--- config.mk ---
export PLATFORM = sky130hd
export DESIGN_NAME = touchpad_controller
export DESIGN_NICKNAME = d
export VERILOG_FILES = /design/src/source/touch_pkg.sv /design/src/source/touch_serial_port.sv /design/src/source/touch_scan_sequencer.sv /design/src/source/touch_coord_scaler.sv /design/src/source/touchpad_controller.sv
export SDC_FILE = /design/constraint.sdc
export NUM_CORES = 1
export LEC_CHECK = 0
export BUFFER_PORTS_ARGS = -buffer_cell sky130_fd_sc_hd__buf_2
export CORE_MARGIN = 10
export CORE_UTILIZATION = 54
export CTS_CLUSTER_DIAMETER = 100
export DETAILED_ROUTE_END_ITERATION = 12
export PLACE_DENSITY = 0.76
export SLEW_MARGIN = 20
export SYNTH_ARGS = -nofsm -noshare
export SYNTH_HDL_FRONTEND = slang
export SYNTH_SLANG_ARGS = --single-unit
--- constraint.sdc ---
create_clock -name cclk -period 2.65 [get_ports cclk]
set_input_delay 0.265 -clock cclk [delete_from_list [all_inputs] [get_ports cclk]]
set_output_delay 0.265 -clock cclk [all_outputs]
set_load 0.05 [all_outputs]
--- src/source/touch_pkg.sv ---
`default_nettype none

package touch_pkg;

	// Serial clock divider and frame layout
	typedef logic [4:0] div_t;
	typedef logic [4:0] tick_t;

	// cclk cycles per half period of touch_clk
	localparam div_t CLK_DIV_COUNT = 5'd25;

	// Frame positions, counted in touch_clk periods
	localparam tick_t FRAME_TICKS = 5'd24;
	localparam tick_t CMD_BITS = 5'd8;
	// Tick 8 is the converter busy slot and carries no data
	localparam tick_t RESP_START = 5'd9;
	localparam tick_t RESP_BITS = 5'd12;
	localparam tick_t RESP_LAST = RESP_START + RESP_BITS - 5'd1;
	localparam tick_t CSB_LOW_TICKS = 5'd22;

	// Hold after frame_done until the port has left its gap
	// frame_done comes early in tick 20 and the port idles at the end of tick 23
	typedef logic [7:0] guard_t;
	localparam guard_t GAP_GUARD =
		guard_t'(int'(FRAME_TICKS - RESP_LAST) * 2 * int'(CLK_DIV_COUNT));

	// Conversion result and averaging
	typedef logic [11:0] touch_val_t;
	localparam int SAMPLES_PER_AXIS = 16;
	localparam int AVG_SHIFT = $clog2(SAMPLES_PER_AXIS);
	// Wide enough for 16 full-scale readings
	localparam int ACC_W = $bits(touch_val_t) + AVG_SHIFT;
	typedef logic [ACC_W-1:0] acc_t;
	typedef logic [AVG_SHIFT-1:0] sample_cnt_t;
	localparam sample_cnt_t LAST_SAMPLE = sample_cnt_t'(SAMPLES_PER_AXIS - 1);

	// Panel calibration, offset first and then ceiling after the offset
	localparam touch_val_t X_ADJ_MIN = 12'h096;
	localparam touch_val_t X_POST_ADJ_MAX = 12'hF6E;
	localparam touch_val_t Y_ADJ_MIN = 12'h12C;
	localparam touch_val_t Y_POST_ADJ_MAX = 12'hED8;

	// Axis code, same value as command bits 2:1
	typedef enum logic [1:0] {
		DIM_X = 2'd1,
		DIM_Y = 2'd2,
		DIM_Z = 2'd3
	} touch_dim_e;

	typedef enum logic [1:0] {
		PS_IDLE,
		PS_FRAME,
		PS_GAP
	} port_state_e;

	typedef enum logic [1:0] {
		SQ_WAIT_BUSY,
		SQ_REQUEST,
		SQ_COLLECT
	} seq_state_e;

	typedef struct packed {
		touch_dim_e dim;
		touch_val_t value;
	} touch_sample_t;

	// Command byte: start bit, axis code, bit 3 set, upper nibble clear
	function automatic logic [7:0] make_cmd(touch_dim_e dim);
		logic [7:0] cmd;
		cmd = 8'b0000_1001;
		cmd[2:1] = dim;
		return cmd;
	endfunction

endpackage

`default_nettype wire

--- src/source/touch_serial_port.sv ---
`timescale 1ns/10ps
`default_nettype none

module touch_serial_port (
	input wire cclk,
	input wire rstb,
	input wire frame_start,
	input wire touch_pkg::touch_dim_e frame_dim,
	input wire data_in,
	output logic touch_clk,
	output logic data_out,
	output logic touch_csb,
	output logic frame_done,
	output touch_pkg::touch_sample_t raw
);

	touch_pkg::port_state_e state;
	touch_pkg::div_t div_cnt;
	touch_pkg::tick_t tick;
	touch_pkg::touch_dim_e dim_q;

	// Command goes out LSB first from bit 0
	logic [7:0] cmd_sr;
	// Upper 11 response bits, the last bit joins them at capture
	logic [10:0] resp_sr;

	logic div_end;
	logic rise;
	logic fall;
	logic in_resp;
	logic resp_last;

	// Strobes fire in the cycle where touch_clk is about to toggle
	assign div_end = (div_cnt == touch_pkg::CLK_DIV_COUNT - 5'd1);
	assign rise = div_end && !touch_clk;
	assign fall = div_end && touch_clk;

	assign in_resp = (state == touch_pkg::PS_FRAME) &&
		(tick >= touch_pkg::RESP_START) && (tick <= touch_pkg::RESP_LAST);
	assign resp_last = rise && in_resp && (tick == touch_pkg::RESP_LAST);

	// Zeros shift in behind the command, so the pin rests low
	assign data_out = cmd_sr[0];

	always_ff @(posedge cclk) begin
		if (!rstb) begin
			state <= touch_pkg::PS_IDLE;
			div_cnt <= '0;
			tick <= '0;
			touch_clk <= 1'b0;
			touch_csb <= 1'b1;
			cmd_sr <= '0;
			frame_done <= 1'b0;
		end else begin
			frame_done <= resp_last;
			case (state)
				touch_pkg::PS_IDLE: begin
					div_cnt <= '0;
					tick <= '0;
					touch_clk <= 1'b0;
					if (frame_start) begin
						// First bit is on the pin before the first rising edge
						state <= touch_pkg::PS_FRAME;
						touch_csb <= 1'b0;
						cmd_sr <= touch_pkg::make_cmd(frame_dim);
					end
				end
				default: begin
					if (div_end) begin
						div_cnt <= '0;
						touch_clk <= ~touch_clk;
					end else begin
						div_cnt <= div_cnt + 5'd1;
					end

					// Tick boundary on the falling edge
					if (fall) begin
						tick <= tick + 5'd1;
						if (tick < touch_pkg::CMD_BITS) begin
							cmd_sr <= cmd_sr >> 1;
						end
						if (state == touch_pkg::PS_FRAME &&
								tick == touch_pkg::CSB_LOW_TICKS - 5'd1) begin
							touch_csb <= 1'b1;
							state <= touch_pkg::PS_GAP;
						end
						if (state == touch_pkg::PS_GAP &&
								tick == touch_pkg::FRAME_TICKS - 5'd1) begin
							state <= touch_pkg::PS_IDLE;
						end
					end
				end
			endcase
		end
	end

	// Response shift register and captured result
	always_ff @(posedge cclk) begin
		if (state == touch_pkg::PS_IDLE && frame_start) begin
			dim_q <= frame_dim;
		end
		// MSB arrives first
		if (rise && in_resp) begin
			resp_sr <= {resp_sr[9:0], data_in};
		end
		if (resp_last) begin
			raw.dim <= dim_q;
			raw.value <= {resp_sr, data_in};
		end
	end

endmodule

`default_nettype wire

--- src/source/touch_scan_sequencer.sv ---
`timescale 1ns/10ps
`default_nettype none

module touch_scan_sequencer (
	input wire cclk,
	input wire rstb,
	input wire touch_busy,
	input wire frame_done,
	input wire touch_pkg::touch_sample_t raw,
	output logic frame_start,
	output touch_pkg::touch_dim_e frame_dim,
	output logic avg_valid,
	output touch_pkg::touch_sample_t avg
);

	touch_pkg::seq_state_e state;
	touch_pkg::touch_dim_e dim;
	touch_pkg::acc_t acc;
	touch_pkg::acc_t sum;
	touch_pkg::sample_cnt_t count;
	touch_pkg::guard_t guard;
	logic last_sample;

	// Running total including the reading that just arrived
	assign sum = acc + touch_pkg::acc_t'(raw.value);
	assign last_sample = frame_done && (count == touch_pkg::LAST_SAMPLE);

	// Busy is checked again here, so a late busy still holds off the frame
	assign frame_start = (state == touch_pkg::SQ_REQUEST) && !touch_busy;
	assign frame_dim = dim;

	function automatic touch_pkg::touch_dim_e next_dim(touch_pkg::touch_dim_e d);
		case (d)
			touch_pkg::DIM_X: return touch_pkg::DIM_Y;
			touch_pkg::DIM_Y: return touch_pkg::DIM_Z;
			default: return touch_pkg::DIM_X;
		endcase
	endfunction

	always_ff @(posedge cclk) begin
		if (!rstb) begin
			state <= touch_pkg::SQ_WAIT_BUSY;
			dim <= touch_pkg::DIM_X;
			acc <= '0;
			count <= '0;
			guard <= '0;
			avg_valid <= 1'b0;
		end else begin
			avg_valid <= 1'b0;
			case (state)
				touch_pkg::SQ_WAIT_BUSY: begin
					// Let the port finish its gap first
					if (guard != '0) begin
						guard <= guard - 8'd1;
					end else if (!touch_busy) begin
						state <= touch_pkg::SQ_REQUEST;
					end
				end
				touch_pkg::SQ_REQUEST: begin
					if (touch_busy) begin
						state <= touch_pkg::SQ_WAIT_BUSY;
					end else begin
						state <= touch_pkg::SQ_COLLECT;
					end
				end
				touch_pkg::SQ_COLLECT: begin
					if (frame_done) begin
						state <= touch_pkg::SQ_WAIT_BUSY;
						guard <= touch_pkg::GAP_GUARD;
						count <= count + 1'b1;
						if (last_sample) begin
							// Axis complete, start the next one clean
							acc <= '0;
							avg_valid <= 1'b1;
							dim <= next_dim(dim);
						end else begin
							acc <= sum;
						end
					end
				end
				default: begin
					state <= touch_pkg::SQ_WAIT_BUSY;
				end
			endcase
		end
	end

	// Truncated mean, divide by 16 is a plain shift
	always_ff @(posedge cclk) begin
		if (last_sample) begin
			avg.dim <= dim;
			avg.value <= sum[touch_pkg::ACC_W-1:touch_pkg::AVG_SHIFT];
		end
	end

endmodule

`default_nettype wire

--- src/source/touch_coord_scaler.sv ---
`timescale 1ns/10ps
`default_nettype none

module touch_coord_scaler (
	input wire cclk,
	input wire rstb,
	input wire avg_valid,
	input wire touch_pkg::touch_sample_t avg,
	output touch_pkg::touch_val_t x,
	output touch_pkg::touch_val_t y,
	output touch_pkg::touch_val_t z,
	output logic scan_done
);

	touch_pkg::touch_val_t x_cal;
	touch_pkg::touch_val_t y_cal;

	// Remove panel offset, floor at 0 and clamp to the usable span
	function automatic touch_pkg::touch_val_t calibrate(
		input touch_pkg::touch_val_t v,
		input touch_pkg::touch_val_t adj_min,
		input touch_pkg::touch_val_t post_max
	);
		touch_pkg::touch_val_t d;
		if (v < adj_min) begin
			return '0;
		end
		d = v - adj_min;
		if (d > post_max) begin
			return post_max;
		end
		return d;
	endfunction

	assign x_cal = calibrate(avg.value, touch_pkg::X_ADJ_MIN, touch_pkg::X_POST_ADJ_MAX);
	assign y_cal = calibrate(avg.value, touch_pkg::Y_ADJ_MIN, touch_pkg::Y_POST_ADJ_MAX);

	always_ff @(posedge cclk) begin
		if (!rstb) begin
			x <= '0;
			y <= '0;
			z <= '0;
			scan_done <= 1'b0;
		end else begin
			scan_done <= 1'b0;
			if (avg_valid) begin
				case (avg.dim)
					touch_pkg::DIM_X: x <= x_cal;
					touch_pkg::DIM_Y: y <= y_cal;
					touch_pkg::DIM_Z: begin
						// pressure is used raw, Z also closes the scan
						z <= avg.value;
						scan_done <= 1'b1;
					end
					default: ;
				endcase
			end
		end
	end

endmodule

`default_nettype wire

--- src/source/touchpad_controller.sv ---
`timescale 1ns/10ps
`default_nettype none

module touchpad_controller (
	input wire cclk,
	input wire rstb,
	input wire touch_busy,
	input wire data_in,
	output wire touch_clk,
	output wire data_out,
	output wire touch_csb,
	output wire touch_pkg::touch_val_t x,
	output wire touch_pkg::touch_val_t y,
	output wire touch_pkg::touch_val_t z,
	output wire scan_done
);

	// Sequencer to port
	wire frame_start;
	wire touch_pkg::touch_dim_e frame_dim;
	wire frame_done;
	wire touch_pkg::touch_sample_t raw;

	// Sequencer to scaler
	wire avg_valid;
	wire touch_pkg::touch_sample_t avg;

	touch_serial_port u_port (
		.cclk(cclk),
		.rstb(rstb),
		.frame_start(frame_start),
		.frame_dim(frame_dim),
		.data_in(data_in),
		.touch_clk(touch_clk),
		.data_out(data_out),
		.touch_csb(touch_csb),
		.frame_done(frame_done),
		.raw(raw)
	);

	touch_scan_sequencer u_seq (
		.cclk(cclk),
		.rstb(rstb),
		.touch_busy(touch_busy),
		.frame_done(frame_done),
		.raw(raw),
		.frame_start(frame_start),
		.frame_dim(frame_dim),
		.avg_valid(avg_valid),
		.avg(avg)
	);

	touch_coord_scaler u_scale (
		.cclk(cclk),
		.rstb(rstb),
		.avg_valid(avg_valid),
		.avg(avg),
		.x(x),
		.y(y),
		.z(z),
		.scan_done(scan_done)
	);

endmodule

`default_nettype wire

==> impl_metrics.json <==
{
  "outcome": "complete, no violations",
  "layout_commonest_cell": "dfxtp_1",
  "syn_area_per_cell_sq_um": 9.67,
  "cts_max_level": 4,
  "end_kind": "flop",
  "max_stage_delay_ns": 0.56,
  "grt_pass1_wl_mm": 21.8,
  "finalSetupViolCount": 0,
  "netlist_area_sq_um": 6040,
  "cts_tree": "yes",
  "min_period_ns": 2.48,
  "worst_pin_slew_ns": 0.988,
  "wire_per_inst_um": 15.8,
  "critPathTopFamily": "simple AND/OR/NAND/NOR gates",
  "worst-path-max-fanout": 9,
  "path_class": "reg -> reg",
  "place_area_sq_um": 6410,
  "p_sw_mw": 1.14,
  "irDropWorstVdd_mv": 0.517,
  "hold_viol": 0,
  "yosysSeqAreaShare_pct": 47.9,
  "grt_pass1_vias": 4675,
  "final_area_sq_um": 7050,
  "drc": 0,
  "die_y_um": 126,
  "dr.first_iter.drc_count": 372,
  "vias": 4784,
  "final_cell_mix": "dfxtp_1 (89), nand2_1 (65), nor2_1 (63)",
  "post_drt_via_cell_ratio": 5.78,
  "critPathLaunchType": "flop",
  "pwr-share-clk_pct": 48.4,
  "clk_path_buf_depth": 2,
  "relSlewSlack_pct": 33.9,
  "swShare_pct": 23.3,
  "path_buf_inv": 0,
  "cellPowerDensity_nw_per_um2": 695,
  "crit_chain": "ha_1 -> o21ai_1 -> nand2_1 -> a21oi_1 -> or2_0 -> nand2_1 -> and4_1",
  "core-area_sq_um": 10900,
  "numCtsBuffers": 17,
  "drt_first_pass_iters": 5,
  "finalNetCount": 704,
  "dp_hpwl_mm": 9.35,
  "clk_latency_ns": 0.53,
  "finalPower_mw": 4.90,
  "postCtsSetupBuffers": 0,
  "synth_cell_types": 77,
  "crit_slowest_cell": "edfxtp_1",
  "grtUsageTotal_pct": 16.3,
  "slew_viol_final": 0,
  "intPower_mw": 3.76,
  "ant_nets": 0,
  "p_seq_share_pct": 42.8,
  "clk_pin_slew_worst_paths_ns": 0.06,
  "synth_seq_cells": 126,
  "post-route-period-util_pct": 93.5,
  "comb_power_share_pct": 8.8,
  "std_cell_rows": 38,
  "fmax_mhz": 403,
  "start_util_pct": 55.4,
  "cp.arrival_ns": 2.89,
  "die_width_um": 126,
  "ys.flop_type": "dfxtp_1",
  "cp_common_cell": "nand2_1",
  "async_reset_ff_share_pct": 0,
  "setup_tns_ns": 0,
  "port_buffers": 43,
  "cts_sinks": 126,
  "synth_nets": 653,
  "syn_inst": 624,
  "timing.max_cap.violations": 0,
  "wirelength_mm": 13.1,
  "num_io_pins": 44,
  "p_leak_nw": 2.77,
  "yosys_warnings": 0,
  "place.gp.congestion": 0.882,
  "grt_max_degree": 27,
  "antenna_found_initial": 0,
  "clock_skew_ns": 0.00903,
  "synth_edf_count": 37,
  "rsz0062_at_grt": "false",
  "dieArea_sq_um": 15800,
  "grt_overflow": 0,
  "hold_class": "in -> reg",
  "syn_to_final_growth_pct": 16.7,
  "cp.required_ns": 3.06,
  "cts-root-buf": "clkbuf_8",
  "diodes": 0,
  "drive_above_1_share_pct": 16.4
}
## synthesized netlist by cell type, types with 3 or more instances
cell type	n	area share (%)
buf_2	14	1.2
nand4_1	7	0.73
o31ai_1	3	0.37
a22oi_1	7	0.87
nand4b_1	3	0.44
nand2b_1	3	0.31
inv_1	19	1.2
nand3b_1	4	0.50
nand3_1	22	1.8
or2_2	4	0.41
nor3_1	10	0.83
nor2_1	63	3.9
clkbuf_1	9	0.56
xnor2_1	18	2.6
a21oi_1	48	4.0
mux2i_1	4	0.66
and2_1	6	0.62
nor2b_1	4	0.41
o41ai_1	4	0.58
a22o_1	10	1.5
o21a_1	5	0.62
dfxtp_1	89	30
nor4_1	3	0.31
a32o_1	3	0.50
a21oi_2	3	0.44
a21o_1	4	0.50
ha_1	24	5.0
o211ai_1	7	0.87
and3_1	9	0.93
o21ai_0	26	2.2
xor2_1	25	3.6
a211oi_1	7	0.87
o21ai_1	3	0.25
edfxtp_1	37	18
nand2_1	65	4.0
## repair_timing
action                                  4_1_cts  5_1_grt
endpoints found under the hold margin         2        0
endpoints found under the setup margin        0        0
resized for setup                             0        0
hold buffers                                  1        0
## kinds of logic (layout without fill, tap and decap cells)
| logic type | after synthesis | count (layout) | share of synthesized area (%) |
|---|---|---|---|
| compound gates | 156 | 156 | 18.0 |
| xor+xnor | 44 | 44 | 6.70 |
| fa+ha+maj | 25 | 25 | 5.31 |
| buf+inv | 48 | 112 | 3.59 |
| flops | 126 | 126 | 47.9 |
| mux | 4 | 4 | 0.663 |
| simple gates | 221 | 221 | 17.8 |
## worst register-to-register path, cell delays in order, from the launching register on
cell      delay [ns]
edfxtp_1        0.56
ha_1            0.37
o21ai_1         0.27
nand2_1         0.22
a21oi_1         0.26
or2_0           0.36
nand2_1         0.11
and4_1          0.22
## path summary, 6_finish.rpt
| check | slack (ns) | start | end | depth (start not counted) |
|---|---|---|---|---|
| worst max-delay path | 0.17 | u_seq.avg[2]$_DFFE_PP_ | u_scale.y[3]$_SDFFE_PN0P_ | 7 |
| worst min-delay path | 0.11 | touch_busy | u_seq.state[1]$_SDFFE_PN0P_ | 4 |
| worst max register to register | 0.17 | u_seq.avg[2]$_DFFE_PP_ | u_scale.y[3]$_SDFFE_PN0P_ | 7 |
| worst min register to register | 0.42 | u_port.resp_sr[10]$_DFFE_PP_ | u_port.raw[11]$_DFFE_PP_ | 0 |
## sequential cells by signal (all words and copies together) (netlist names), 2 cells and up
name             cells
u_seq.guard          8
u_port.state         2
u_port.raw          12
u_scale.y           12
u_seq.acc           16
u_seq.count          4
u_port.cmd_sr        4
u_scale.x           12
u_seq.frame_dim      2
u_seq.state          2
u_port.tick          5
u_seq.avg           14
u_port.div_cnt       5
u_port.resp_sr      11
u_scale.z           12
## metal layers
metal | share of wire (%) | vias to the layer above | global-route usage (%) | wire length (um)
li1 | - | 2355 | - | -
met1 | 43 | 2272 | 18.6 | 5670
met2 | 49 | 131 | 27.8 | 6380
met3 | 5.6 | 26 | 4.95 | 728
met4 | 2.3 | 0 | 6.98 | 303
met5 | 0 | - | 0 | 0
## through the flow
step	hold WS (ns)	utilization [%]	instances	setup slack [ns]
finish	0.109	64.7	828	0.171
global route	0.114	64.7	828	0.0302
CTS	0.0828	64.7	828	0.227
detailed placement	0.421	58.9	795	0.247
global placement	0.402	58.9	795	0.330
floorplan	0.364	-	624	0.0904
## power groups by stage
stage | logic (mW) | registers, mW | clock network, mW
3_5_place_dp | 0.419 | 2.13 | 0
5_1_grt | 0.476 | 2.10 | 2.49
6_report | 0.429 | 2.10 | 2.37
3_3_place_gp | 0.400 | 2.13 | 0
4_1_cts | 0.429 | 2.10 | 2.41
2_1_floorplan | 0.339 | 2.13 | 0
## area by class of cell
cell class | instances | area [sq um]
clock buffer | 21 | 503
timing repair buffer | 60 | 345
multi-input combinational | 450 | 2930
sequential | 126 | 2890
fill | 845 | 3840
clock inverter | 11 | 123
inverter | 20 | 75.1
tap | 140 | 175
(Power assumes the default switching activity.)
